## src/rtl/f2_pkg.sv

```systemverilog
`default_nettype none

package f2_pkg;

    //////////////////////////////////////////////////
    // Widths

    localparam int SDR_ADDR_W = 27;
    localparam int CPU_DATA_W = 16;

    //////////////////////////////////////////////////
    // CPU bus and chip selects

    // One 68000 bus cycle as seen by the glue
    typedef struct packed {
        logic [23:0]           word_addr;
        logic [1:0]            ds_n;
        logic                  rw;
        logic [2:0]            fc;
        logic [CPU_DATA_W-1:0] wdata;
    } cpu_bus_t;

    typedef struct packed {
        logic rom;
        logic work;
        logic screen;
        logic color;
        logic io;
        logic object;
    } chip_sel_t;

    // Match on the high address byte
    typedef struct packed {
        logic [7:0] base;
        logic [7:0] mask;
    } region_t;

    //////////////////////////////////////////////////
    // SDRAM request

    typedef struct packed {
        logic [SDR_ADDR_W-1:0] addr;
        logic [CPU_DATA_W-1:0] data;
        logic [1:0]            be;
        logic                  rw;
        logic                  req;
    } sdr_req_t;

    //////////////////////////////////////////////////
    // Interrupts

    localparam logic [2:0] IRQ_VBLANK = 3'd5;
    localparam logic [2:0] IRQ_DMA    = 3'd6;
    localparam logic [2:0] FC_IACK    = 3'b111;

    function automatic logic region_hit(region_t r, logic [7:0] hi_byte);
        return (hi_byte & r.mask) == r.base;
    endfunction

endpackage

`default_nettype wire

```

## src/rtl/bus_decoder.sv

```systemverilog
`default_nettype none

module bus_decoder #(
    parameter f2_pkg::region_t MAP_ROM    = '{base: 8'h00, mask: 8'hF8},
    parameter f2_pkg::region_t MAP_WORK   = '{base: 8'h10, mask: 8'hFF},
    parameter f2_pkg::region_t MAP_SCREEN = '{base: 8'h80, mask: 8'hF8},
    parameter f2_pkg::region_t MAP_COLOR  = '{base: 8'h20, mask: 8'hFF},
    parameter f2_pkg::region_t MAP_IO     = '{base: 8'h30, mask: 8'hFF},
    parameter f2_pkg::region_t MAP_OBJECT = '{base: 8'h90, mask: 8'hFF}
) (
    input  wire f2_pkg::cpu_bus_t bus,
    input  wire [15:0]            sdr_q,
    input  wire [15:0]            periph_q,
    input  wire [7:0]             io_q,
    output f2_pkg::chip_sel_t     cs,
    output logic [15:0]           rdata
);

    import f2_pkg::*;

    logic [7:0] hi_byte;
    logic       strobe;

    assign hi_byte = bus.word_addr[23:16];

    // Either data strobe low
    assign strobe = ~&bus.ds_n;

    //////////////////////////////////////////////////
    // Chip selects

    // First match wins
    always_comb begin
        cs = '0;
        if (strobe) begin
            if (region_hit(MAP_ROM, hi_byte)) begin
                cs.rom = 1'b1;
            end else if (region_hit(MAP_WORK, hi_byte)) begin
                cs.work = 1'b1;
            end else if (region_hit(MAP_SCREEN, hi_byte)) begin
                cs.screen = 1'b1;
            end else if (region_hit(MAP_COLOR, hi_byte)) begin
                cs.color = 1'b1;
            end else if (region_hit(MAP_IO, hi_byte)) begin
                cs.io = 1'b1;
            end else if (region_hit(MAP_OBJECT, hi_byte)) begin
                cs.object = 1'b1;
            end
        end
    end

    //////////////////////////////////////////////////
    // Read data mux

    always_comb begin
        if (cs.rom || cs.work) begin
            rdata = sdr_q;
        end else if (cs.screen || cs.color || cs.object) begin
            rdata = periph_q;
        end else if (cs.io) begin
            // I/O chip sits on the low byte
            rdata = {8'h00, io_q};
        end else begin
            rdata = 16'h0000;
        end
    end

endmodule

`default_nettype wire

```

## src/rtl/sdr_cpu_port.sv

```systemverilog
`default_nettype none

module sdr_cpu_port #(
    parameter logic [f2_pkg::SDR_ADDR_W-1:0] ROM_SDR_BASE  = '0,
    parameter logic [f2_pkg::SDR_ADDR_W-1:0] WORK_SDR_BASE = 27'h0100000
) (
    input  wire                    clk,
    input  wire                    reset,
    input  wire f2_pkg::cpu_bus_t  bus,
    input  wire f2_pkg::chip_sel_t cs,
    input  wire                    sdr_ack,
    output f2_pkg::sdr_req_t       sdr,
    output logic                   dtack_n
);

    import f2_pkg::*;

    logic                  strobe_idle_q;
    logic                  req_q;
    logic [SDR_ADDR_W-1:0] addr_q;
    logic [CPU_DATA_W-1:0] data_q;
    logic [1:0]            be_q;
    logic                  rw_q;

    logic                  busy;
    logic                  start;
    logic [SDR_ADDR_W-1:0] next_addr;

    assign busy = req_q != sdr_ack;

    // One request per strobe assertion
    assign start = (cs.rom || cs.work) && strobe_idle_q && !busy;

    always_comb begin
        if (cs.rom) begin
            next_addr = ROM_SDR_BASE + {3'b000, bus.word_addr};
        end else begin
            // Work RAM is 64 KB
            next_addr = WORK_SDR_BASE + {11'd0, bus.word_addr[15:0]};
        end
    end

    //////////////////////////////////////////////////
    // Toggle request

    always_ff @(posedge clk) begin
        if (reset) begin
            strobe_idle_q <= 1'b1;
            req_q <= 1'b0;
        end else begin
            strobe_idle_q <= &bus.ds_n;
            if (start) begin
                req_q <= ~req_q;
            end
        end
    end

    // Payload
    always_ff @(posedge clk) begin
        if (start) begin
            addr_q <= next_addr;
            data_q <= bus.wdata;
            be_q <= ~bus.ds_n;
            rw_q <= bus.rw;
        end
    end

    assign sdr = '{addr: addr_q, data: data_q, be: be_q, rw: rw_q, req: req_q};

    // CPU waits while the request is outstanding
    assign dtack_n = busy;

endmodule

`default_nettype wire

```

## src/rtl/irq_ctrl.sv

```systemverilog
`default_nettype none

module irq_ctrl (
    input  wire                   clk,
    input  wire                   reset,
    input  wire f2_pkg::cpu_bus_t bus,
    input  wire                   vblank,
    input  wire                   dma_busy,
    output logic [2:0]            ipl
);

    import f2_pkg::*;

    logic vbl_prev;
    logic dma_prev;
    logic req_vbl;
    logic req_dma;

    logic iack;
    logic clr_vbl;
    logic clr_dma;

    // Level sits on A3..A1 during the acknowledge cycle
    assign iack = (bus.fc == FC_IACK) && !bus.ds_n[0];
    assign clr_vbl = iack && (bus.word_addr[3:1] == IRQ_VBLANK);
    assign clr_dma = iack && (bus.word_addr[3:1] == IRQ_DMA);

    // Previous levels track the inputs through reset
    always_ff @(posedge clk) begin
        vbl_prev <= vblank;
        dma_prev <= dma_busy;
    end

    //////////////////////////////////////////////////
    // Request latches

    always_ff @(posedge clk) begin
        if (reset) begin
            req_vbl <= 1'b0;
            req_dma <= 1'b0;
        end else begin
            // Start of vertical blank
            if (vblank && !vbl_prev) begin
                req_vbl <= 1'b1;
            end
            // End of object DMA
            if (!dma_busy && dma_prev) begin
                req_dma <= 1'b1;
            end

            // Clear wins
            if (clr_vbl) begin
                req_vbl <= 1'b0;
            end
            if (clr_dma) begin
                req_dma <= 1'b0;
            end
        end
    end

    assign ipl = req_dma ? IRQ_DMA :
                 req_vbl ? IRQ_VBLANK :
                 3'd0;

endmodule

`default_nettype wire

```

## src/rtl/f2_cpu_glue.sv

```systemverilog
`default_nettype none

module f2_cpu_glue #(
    // F2 address map
    parameter f2_pkg::region_t MAP_ROM    = '{base: 8'h00, mask: 8'hF8},
    parameter f2_pkg::region_t MAP_WORK   = '{base: 8'h10, mask: 8'hFF},
    parameter f2_pkg::region_t MAP_SCREEN = '{base: 8'h80, mask: 8'hF8},
    parameter f2_pkg::region_t MAP_COLOR  = '{base: 8'h20, mask: 8'hFF},
    parameter f2_pkg::region_t MAP_IO     = '{base: 8'h30, mask: 8'hFF},
    parameter f2_pkg::region_t MAP_OBJECT = '{base: 8'h90, mask: 8'hFF},

    // SDRAM layout
    parameter logic [f2_pkg::SDR_ADDR_W-1:0] ROM_SDR_BASE  = 27'h0000000,
    parameter logic [f2_pkg::SDR_ADDR_W-1:0] WORK_SDR_BASE = 27'h0100000
) (
    input  wire                    clk,
    input  wire                    reset,

    // CPU side
    input  wire f2_pkg::cpu_bus_t  bus,
    output wire [15:0]             rdata,
    output wire                    dtack_n,
    output wire [2:0]              ipl,

    // Interrupt sources
    input  wire                    vblank,
    input  wire                    dma_busy,

    // Peripherals
    output wire f2_pkg::chip_sel_t cs,
    input  wire [15:0]             periph_q,
    input  wire [7:0]              io_q,

    // SDRAM
    output wire f2_pkg::sdr_req_t  sdr,
    input  wire [15:0]             sdr_q,
    input  wire                    sdr_ack
);

    //////////////////////////////////////////////////
    // Address decode

    bus_decoder #(
        .MAP_ROM    (MAP_ROM),
        .MAP_WORK   (MAP_WORK),
        .MAP_SCREEN (MAP_SCREEN),
        .MAP_COLOR  (MAP_COLOR),
        .MAP_IO     (MAP_IO),
        .MAP_OBJECT (MAP_OBJECT)
    ) u_bus_decoder (
        .bus      (bus),
        .sdr_q    (sdr_q),
        .periph_q (periph_q),
        .io_q     (io_q),
        .cs       (cs),
        .rdata    (rdata)
    );

    //////////////////////////////////////////////////
    // ROM and work RAM in SDRAM

    sdr_cpu_port #(
        .ROM_SDR_BASE  (ROM_SDR_BASE),
        .WORK_SDR_BASE (WORK_SDR_BASE)
    ) u_sdr_cpu_port (
        .clk     (clk),
        .reset   (reset),
        .bus     (bus),
        .cs      (cs),
        .sdr_ack (sdr_ack),
        .sdr     (sdr),
        .dtack_n (dtack_n)
    );

    //////////////////////////////////////////////////
    // Interrupts

    irq_ctrl u_irq_ctrl (
        .clk      (clk),
        .reset    (reset),
        .bus      (bus),
        .vblank   (vblank),
        .dma_busy (dma_busy),
        .ipl      (ipl)
    );

endmodule

`default_nettype wire

```

## config.mk

```make
export PLATFORM = sky130hd
export DESIGN_NAME = f2_cpu_glue
export DESIGN_NICKNAME = d
export VERILOG_FILES = /design/src/rtl/f2_pkg.sv /design/src/rtl/bus_decoder.sv /design/src/rtl/sdr_cpu_port.sv /design/src/rtl/irq_ctrl.sv /design/src/rtl/f2_cpu_glue.sv
export SDC_FILE = /design/constraint.sdc
export NUM_CORES = 1
export LEC_CHECK = 0
export ABC_AREA = 1
export BUFFER_PORTS_ARGS = -buffer_cell sky130_fd_sc_hd__buf_2
export CAP_MARGIN = 5
export CORE_MARGIN = 2
export CORE_UTILIZATION = 40
export CTS_CLUSTER_DIAMETER = 200
export CTS_CLUSTER_SIZE = 20
export DETAILED_ROUTE_END_ITERATION = 6
export PLACE_DENSITY = 0.8
export SYNTH_ARGS = -nofsm -noshare
export SYNTH_HDL_FRONTEND = slang
export SYNTH_SLANG_ARGS = --single-unit
```

## constraint.sdc

```tcl
create_clock -name clk -period 3.4 [get_ports clk]
set_input_delay 0.68 -clock clk [delete_from_list [all_inputs] [get_ports clk]]
set_output_delay 0.68 -clock clk [all_outputs]
set_load 0.02 [all_outputs]
```

==> metrics.md, run 1 <==
| Metric | Value |
|---|---|
| Endpoints failing hold | `0` |
| Synth cell types | `28` |
| CP Capture Type | `primary output` |
| # setup viols final | `0` |
| PwrDens | `361.0 nW/um^2` |
| Worst path bufs/invs | `3` |
| Largest family of logic cells by synthesized area | `simple AND/OR/NAND/NOR gates` |
| Fmax | `399.0 MHz` |
| Final Power | `1.123 mW` |
| RSZ-0062 raised after global routing | `no` |
| Post-synthesis compound-gate area fraction | `0.9270%` |
| Reg-to-reg critical path endpoint | `u_sdr_cpu_port.data_q[1]` |
| Status | `complete, no violations` |
| Nets | `438` |
| Post-synthesis mux area share | `0%` |
| Clock period minus worst slack | `2.506 ns` |
| Most common cell on crit path | `buf_2` |
| Period utilisation layout | `73.72%` |
| Hold_sp | `dma_busy` |
| CP endpoint | `rdata[1]` |
| P_leak | `1.569 nW` |
| Largest net degree at the start of global routing | `27` |
| Cell Area, Synth | `2160 sq um` |
| Fin area | `3110 sq um` |
| Worst setup path startpoint | `bus[20]` |
| Fin util | `60.14%` |
| Port Buf Inserts | `160` |
| Gr ovfl total | `0` |
| Placeable Area | `5172 sq um` |
| Placer Congestion | `0.7881` |
| Cells after Synth | `182` |
| Crit path kind | `in -> out` |
| Yosys top cell by area | `edfxtp_1` |
| Int Pwr | `0.8631 mW` |
| Worst path required time | `2.72 ns` |
| Width of the die | `77.48 um` |
| Synth Area in Adders | `0%` |
| Reg2reg start | `u_sdr_cpu_port.req_q` |
| Area share of the largest cell type after synthesis | `59.79%` |
| Die height | `77.48 um` |
| Synth Area per Inst | `11.87 sq um` |
| Top_reg_cell synth | `edfxtp_1` |
| Worst EP arrival | `1.83 ns` |
| WL final | `5215 um` |
| I/O pin cnt | `164` |
| Fill cells | `439` |
| Residual DRC | `0` |
| Post-route antenna net violation count | `0` |
| Initial Util | `41.75%` |
| Max-cap viol count | `0` |
| Post-DP Area | `3015 sq um` |
| Final TNS setup | `0 ns` |
| Levels on crit path | `9` |
| Post-CTS Setup Bufs | `0` |
| Root buf cell | `clkbuf_8` |
| Antenna diodes | `0` |
| Sequential share of the synthesized area | `65.35%` |
| CP max stage cell | `nand3_4` |
| # rows | `26` |
| Clock tree buffer depth | `2` |
| Internal reg-to-reg setup slack | `1.86 ns` |
| Initial antenna violation count | `0` |
| Switching power | `0.2598 mW` |
| DP HPWL | `4313 um` |
| # H-tree levels | `2` |
| Initial detailed-routing violation count | `84` |
| Warnings from Yosys | `0` |
| Peak VDD IR | `0.1632 mV` |
| Total GRT Usage | `17.18%` |
| Num CTS Buffers | `5` |
| Vias in the first global route | `1663` |
| TritonRoute pass-1 iters | `4` |
| Layout cells sized above 1 | `57.18%` |
| Simple-Gate Fraction of Synth Area | `26.30%` |
| Register share of total power | `58.9%` |
| Crit Path Max Fanout | `16` |
| Rel. slew slack | `65.07%` |
| Worst hold slack | `0.5054 ns` |
| Later-pin clock latency in the skew report | `0.29 ns` |
| Number of flops mapped to enable cells by yosys | `43` |
| Layout Area Growth over Synthesis | `44.03%` |
| Power share of the clock group | `30.2%` |
| Critical Path Source Type | `input port` |
| Hold WC Path Type | `in -> reg` |
| # clock sinks | `49` |
| CTS tree | `done` |
| Routed wire per std cell | `12.48 um` |
| Via count | `1839` |
| Via density | `4.400` |
| Synth async-reset ratio | `0%` |
| Sw Ratio | `23.14%` |
| Area contributors post-synth | `edfxtp_1 (60%), nand2_1 (7.1%), dfxtp_1 (5.6%)` |
| Combinational group share of total power | `10.9%` |
| Clk_skew | `0.003940 ns` |
| Crit path largest cell delay | `0.22 ns` |
| FF+latch count, synth | `49` |
| Crit path cell chain | `buf_2 > nand2_4 > inv_2 > nor2_4 > nand3_2 > nand3_4 > nand2_1 > nand3_1 > buf_2` |
| CTS Hold Buffers Added | `0` |
| Global-route wire length before repair | `8031 um` |
| Synth Area in XOR/XNOR | `0.4056%` |
| CP delay by family, top | `simple AND/OR/NAND/NOR gates` |
| Slew Limit Fails | `0` |
| Die area | `6002 sq um` |
| Worst-margin pin slew | `0.5228 ns` |
| R2R depth | `3` |
| Clk pin slew, worst setup/hold paths | `0.09 ns` |
| Post_cts resized | `0` |
layout make-up:
cell class	instances	area (sq um)	area share, %
tap	70	87.58	2.816
clock buffer	5	68.82	2.212
multi-input combinational	112	628.1	20.19
inverter	18	67.56	2.172
sequential	49	1411	45.37
timing repair buffer	161	820.8	26.39
clock inverter	3	26.28	0.8447
power groups by stage:
stage	logic [mW]	clock network, mW	registers (mW)
6_report	0.122	0.340	0.661
5_1_grt	0.135	0.377	0.662
4_1_cts	0.123	0.352	0.662
3_5_place_dp	0.122	0	0.675
3_3_place_gp	0.119	0	0.675
2_1_floorplan	0.0529	0	0.678
cell usage in the layout, fill, tap and decap left out:
cell type	count
buf_2	160
edfxtp_1	43
nand2_1	41
nand3_1	16
inv_1	15
nand2_2	9
nor2_1	9
conb_1	7
dfxtp_1	6
nand3_2	5
clkbuf_8	5
nor2_4	4
nor3_1	4
inv_2	3
nand2_4	3
a21oi_1	3
clkinvlp_4	2
xor2_1	1
nor2_8	1
nor2_2	1
nand4_4	1
and2_4	1
nor4_1	1
nand3_4	1
or2_2	1
nand3b_1	1
nand4_1	1
o21ai_0	1
inv_8	1
buf_12	1
sequential cells by signal (all words and copies together), names as in the netlist:
name / cells
u_sdr_cpu_port.be_q: 2
u_irq_ctrl.req_vbl: 1
u_sdr_cpu_port.data_q: 16
u_irq_ctrl.dma_prev: 1
u_sdr_cpu_port.strobe_idle_q: 1
u_irq_ctrl.req_dma: 1
u_sdr_cpu_port.rw_q: 1
u_sdr_cpu_port.req_q: 1
u_sdr_cpu_port.addr_q: 24
u_irq_ctrl.vbl_prev: 1
cells in the mapped netlist, types with 3 or more instances:
cell      instances
a21oi_1           3
buf_4             6
dfxtp_1           6
edfxtp_1         43
inv_1            15
inv_2             3
nand2_1          41
nand2_2           9
nand2_4           3
nand3_1          16
nand3_2           5
nor2_1            9
nor2_4            3
nor3_1            4
worst min path at each step:
stage	end	slack (ns)	cells after the start
3_3_place_gp	u_irq_ctrl.req_dma	0.47	2
3_5_place_dp	u_irq_ctrl.req_dma	0.50	2
2_1_floorplan	u_irq_ctrl.req_dma	0.45	2
5_1_grt	u_irq_ctrl.dma_prev	0.49	1
4_1_cts	u_irq_ctrl.dma_prev	0.49	1
6_report	u_irq_ctrl.dma_prev	0.51	1
through the flow:
stage          cells  setup slack (ns)
3_3_place_gp     410            0.8870
3_5_place_dp     410            0.8755
2_1_floorplan    188            0.5295
4_1_cts          418            0.8748
6_report         418            0.8935
5_1_grt          418            0.7608
per-layer routing:
metal	routed length, um	up-vias	global-route usage [%]	part of all wire [%]
li1	-	922	-	-
met5	0	-	0	0
met4	30	0	5.714	0.58
met1	2073	823	20.02	40
met2	2734	92	31.04	52
met3	377	2	3.953	7.2
cell families (layout without fill, tap and decap cells):
| family | after synthesis | after routing |
|---|---|---|
| simple gates | 100 | 100 |
| flops | 49 | 49 |
| buf+inv | 27 | 187 |
| compound gates | 4 | 4 |
| other cells | 1 | 7 |
| xor+xnor | 1 | 1 |
No activity file was read; power rests on OpenSTA's default activity.
==> run 2: changes to the inputs <==
- clock period: 3.4 -> 2.4 ns (I/O delays scaled with it)
==> run 2 against run 1 <==
Compared with the run above:
- combinational power rose by 40%
- wire length down 4.7%
- clock power rose by 41%
- global-route usage is 0.49 points lower
- critical endpoint is now rdata[0]
==> metrics.md, run 2 (synthesis gave the netlist of run 1 again) <==
| Metric | Value |
|---|---|
| Clk_skew | `0.006622 ns` |
| # clock sinks | `49` |
| DP HPWL | `4111 um` |
| RSZ-0062 raised after global routing | `no` |
| Vias in the first global route | `1665` |
| Total GRT Usage | `16.68%` |
| Hold WC Path Type | `in -> reg` |
| Crit Path Max Fanout | `16` |
| TritonRoute pass-1 iters | `5` |
| Final TNS setup | `0 ns` |
| Slew Limit Fails | `0` |
| Routed wire per std cell | `11.89 um` |
| Via count | `1834` |
| Initial antenna violation count | `0` |
| Largest registers | `u_sdr_cpu_port.addr_q: 24 flops, u_sdr_cpu_port.data_q: 16 flops, u_sdr_cpu_port.be_q: 2 flops` |
| Width of the die | `77.48 um` |
| Post-CTS Setup Bufs | `0` |
| Initial detailed-routing violation count | `46` |
| Nets | `438` |
| Die area | `6002 sq um` |
| Crit path kind | `in -> out` |
| Worst path required time | `1.92 ns` |
| Antenna diodes | `0` |
| Global-route wire length before repair | `7817 um` |
| I/O pin cnt | `164` |
| Layout cells sized above 1 | `57.18%` |
| Placed insts | `410` |
| Fill cells | `430` |
| # rows | `26` |
| Critical Path Source Type | `input port` |
| Post_cts resized | `0` |
| Later-pin clock latency in the skew report | `0.30 ns` |
| Layout Area Growth over Synthesis | `44.03%` |
| Gr ovfl total | `0` |
| Port Buf Inserts | `160` |
| # H-tree levels | `2` |
| Residual DRC | `0` |
| Post-route antenna net violation count | `0` |
| Via density | `4.388` |
| Endpoints failing hold | `0` |
| WL final | `4971 um` |
| CTS tree | `done` |
| Initial Util | `41.75%` |
| Worst EP arrival | `1.65 ns` |
| Clock tree buffer depth | `2` |
| # setup viols final | `0` |
| Clock period minus worst slack | `2.132 ns` |
| Largest register by flop count | `u_sdr_cpu_port.addr_q` |
| P_leak | `1.569 nW` |
| Most frequent cells in the layout | `buf_2 (160), edfxtp_1 (43), nand2_1 (41), nand3_1 (16), inv_1 (15)` |
| Clk pin slew, worst setup/hold paths | `0.09 ns` |
| Max FFs per register | `24` |
| Period utilisation layout | `88.84%` |
| Num CTS Buffers | `5` |
| Largest net degree at the start of global routing | `44` |
| Placeable Area | `5172 sq um` |
| Root buf cell | `clkbuf_8` |
| Status | `complete, no violations` |
| Finished Layout Cells | `418` |
| CP Capture Type | `primary output` |
| Commonest non-fill, non-tap cell in the layout | `buf_2` |
| Fmax | `469.0 MHz` |
| Die height | `77.48 um` |
| PwrDens | `510.9 nW/um^2` |
| Peak VDD IR | `0.2695 mV` |
| Placer Congestion | `0.7889` |
| CTS Hold Buffers Added | `0` |
| Max-cap viol count | `0` |
==> run 2: layer usage <==
layer	share of wire, %	routed length (um)	global-route usage [%]	vias up
met5	0	0	0	-
met4	1.7	86	6.964	0
met3	6.9	342	3.837	7
met2	52	2605	29.91	94
met1	39	1936	19.04	807
li1	-	-	-	926
==> run 2: power by group <==
| part | leakage [nW] | internal, mW | switching, mW | total (mW) |
|---|---|---|---|---|
| clock | 0.0423 | 0.212 | 0.269 | 0.481 |
| sequential | 0.433 | 0.933 | 0.00419 | 0.937 |
| combinational | 1.09 | 0.0780 | 0.0930 | 0.171 |
==> run 2: metrics by stage <==
step / hold WS (ns) / setup slack (ns) / utilization, % / cell area [sq um] / power [mW]
2_1_floorplan: 0.4529 / 0.2003 / - / 2187 / 1.036
3_3_place_gp: 0.4613 / 0.3317 / 58.30 / 3015 / 1.124
3_5_place_dp: 0.4771 / 0.2616 / 58.30 / 3015 / 1.129
4_1_cts: 0.2792 / 0.2605 / 60.14 / 3110 / 1.612
5_1_grt: 0.2745 / 0.1683 / 60.14 / 3110 / 1.666
6_report: 0.2911 / 0.2678 / 60.14 / 3110 / 1.589
==> run 2: final timing paths <==
path,start,endpoint,slack [ns],cells after the start
setup / recovery,bus[20],rdata[0],0.27,9
hold / removal,dma_busy,u_irq_ctrl.dma_prev,0.29,1
setup reg to reg,u_sdr_cpu_port.req_q,u_sdr_cpu_port.data_q[13],1.14,3
hold reg to reg,u_irq_ctrl.dma_prev,u_irq_ctrl.req_dma,0.50,2
==> run 2: cell type report <==
cell class / count / area [sq um] / share of cell area (%)
clock buffer: 5 / 68.82 / 2.212
clock inverter: 3 / 26.28 / 0.8447
inverter: 18 / 67.56 / 2.172
multi-input combinational: 112 / 628.1 / 20.19
sequential: 49 / 1411 / 45.37
tap: 70 / 87.58 / 2.816
timing repair buffer: 161 / 820.8 / 26.39
==> run 2: worst max-delay path, cell delays in order <==
cell and delay [ns]:
buf_2 0.12, nand2_4 0.16, inv_2 0.09, nor2_4 0.12, nand3_2 0.12, nand3_4 0.21
nand2_1 0.09, nand3_1 0.08, buf_2 0.17
==> run 3: changes to the inputs <==
- CORE_MARGIN: 2 -> 3
- PLACE_DENSITY: 0.8 -> 0.87
- TNS_END_PERCENT: default -> 10
==> run 3 against run 2 <==
Compared with the run above:
- sequential power barely moved
- combinational power barely moved
- flip-flop and latch count did not move
- sequential share of layout area barely moved
- core utilization barely moved
- clock skew fell by 0.0035 ns
- fmax rose by 0.65%
- total power rose by 1.1%
- register-to-register slack improved by 0.04 ns
- largest cell class unchanged
- largest power group unchanged
==> metrics.md, run 3 (synthesis gave the netlist of run 1 again) <==
| Metric | Value |
|---|---|
| Clk_skew | `0.003133 ns` |
| CTS tree | `done` |
| Clk pin slew, worst setup/hold paths | `0.09 ns` |
| Slew Limit Fails | `0` |
| Status | `complete, no violations` |
| Via density | `4.419` |
| Placer Congestion | `0.7479` |
| Total GRT Usage | `15.97%` |
| DP HPWL | `4246 um` |
| Peak VDD IR | `0.2527 mV` |
| Endpoints failing hold | `0` |
| Hold WC Path Type | `in -> reg` |
| WL final | `5154 um` |
| Crit path kind | `in -> out` |
| # H-tree levels | `2` |
| CP Capture Type | `primary output` |
| Num CTS Buffers | `5` |
| Port Buf Inserts | `160` |
| Global-route wire length before repair | `7879 um` |
| Layout Area Growth over Synthesis | `44.15%` |
| P_leak | `1.577 nW` |
| Worst path required time | `1.92 ns` |
| Nets | `438` |
| I/O pin cnt | `164` |
| Worst hold slack | `0.2961 ns` |
| Post-CTS Setup Bufs | `0` |
| Final TNS setup | `0 ns` |
| Post-route antenna net violation count | `0` |
| Layout cells sized above 1 | `57.18%` |
| PwrDens | `516.2 nW/um^2` |
| Initial antenna violation count | `0` |
| Gr ovfl total | `0` |
| Worst EP arrival | `1.64 ns` |
| Clock tree buffer depth | `2` |
| Root buf cell | `clkbuf_8` |
| Initial Util | `41.75%` |
| Max FFs per register | `24` |
| # rows | `26` |
| Via count | `1847` |
| Commonest non-fill, non-tap cell in the layout | `buf_2` |
| Routed wire per std cell | `12.33 um` |
| Most frequent cells in the layout | `buf_2 (160), edfxtp_1 (43), nand2_1 (41), nand3_1 (16), inv_1 (15)` |
| TritonRoute pass-1 iters | `4` |
| Residual DRC | `0` |
| Die area | `6316 sq um` |
| # setup viols final | `0` |
| Crit Path Max Fanout | `16` |
| Largest registers | `u_sdr_cpu_port.addr_q: 24 flops, u_sdr_cpu_port.data_q: 16 flops, u_sdr_cpu_port.be_q: 2 flops` |
| Critical Path Source Type | `input port` |
| Final Power | `1.607 mW` |
| Period utilisation layout | `88.27%` |
| Antenna diodes | `0` |
| Largest register by flop count | `u_sdr_cpu_port.addr_q` |
| Max-cap viol count | `0` |
| Placeable Area | `5172 sq um` |
| CTS Hold Buffers Added | `0` |
| Initial detailed-routing violation count | `61` |
| Post_cts resized | `0` |
| Later-pin clock latency in the skew report | `0.29 ns` |
| Fmax | `472.1 MHz` |
| Die height | `79.48 um` |
| Width of the die | `79.48 um` |
| Vias in the first global route | `1698` |
| Clock period minus worst slack | `2.118 ns` |
| Largest net degree at the start of global routing | `44` |
| # clock sinks | `49` |
| RSZ-0062 raised after global routing | `no` |
-- run 3: path summary, 6_finish.rpt --
check,startpoint,end,slack (ns),cells after the start
worst max-delay path,bus[20],rdata[2],0.28,9
worst min-delay path,vblank,u_irq_ctrl.vbl_prev,0.30,1
worst max register to register,u_sdr_cpu_port.req_q,u_sdr_cpu_port.addr_q[20],1.18,3
worst min register to register,u_irq_ctrl.dma_prev,u_irq_ctrl.req_dma,0.50,2
-- run 3: cell type report --
class | instances | area [sq um]
flip-flops and latches | 49 | 1411
multi-input cells | 112 | 628.1
inverters | 18 | 67.56
fillers | 419 | 2059
clock inverters | 3 | 28.78
clock buffers | 5 | 68.82
well taps | 70 | 87.58
repair buffers | 161 | 820.8
-- run 3: report_power, final --
group          total [mW]  internal [mW]  switching, mW
sequential          0.937          0.933        0.00413
combinational       0.173         0.0781         0.0945
clock               0.497          0.218          0.279
-- run 3: through the flow --
stage | instance area, sq um | setup slack (ns) | utilization [%] | instances
floorplan | 2187 | 0.2003 | - | 188
global placement | 3015 | 0.3416 | 58.30 | 410
detailed placement | 3015 | 0.2825 | 58.30 | 410
CTS | 3113 | 0.2816 | 60.18 | 418
global route | 3113 | 0.1362 | 60.18 | 418
finish | 3113 | 0.2816 | 60.18 | 418
-- run 3: worst max-delay path, stage by stage --
cell	delay, ns
buf_2	0.12
nand2_4	0.16
inv_2	0.09
nor2_4	0.12
nand3_2	0.12
nand3_4	0.21
nand2_1	0.10
nand3_1	0.07
buf_2	0.16
-- run 3: layer usage --
| layer | vias to the layer above | wire length, um | share of wire (%) | GRT usage (%) |
|---|---|---|---|---|
| met2 | 95 | 2662 | 52 | 28.30 |
| met3 | 7 | 454 | 8.8 | 3.837 |
| met4 | 0 | 80 | 1.6 | 5.326 |
| met5 | - | 0 | 0 | 0 |
| met1 | 818 | 1957 | 38 | 18.85 |
| li1 | 927 | - | - | - |
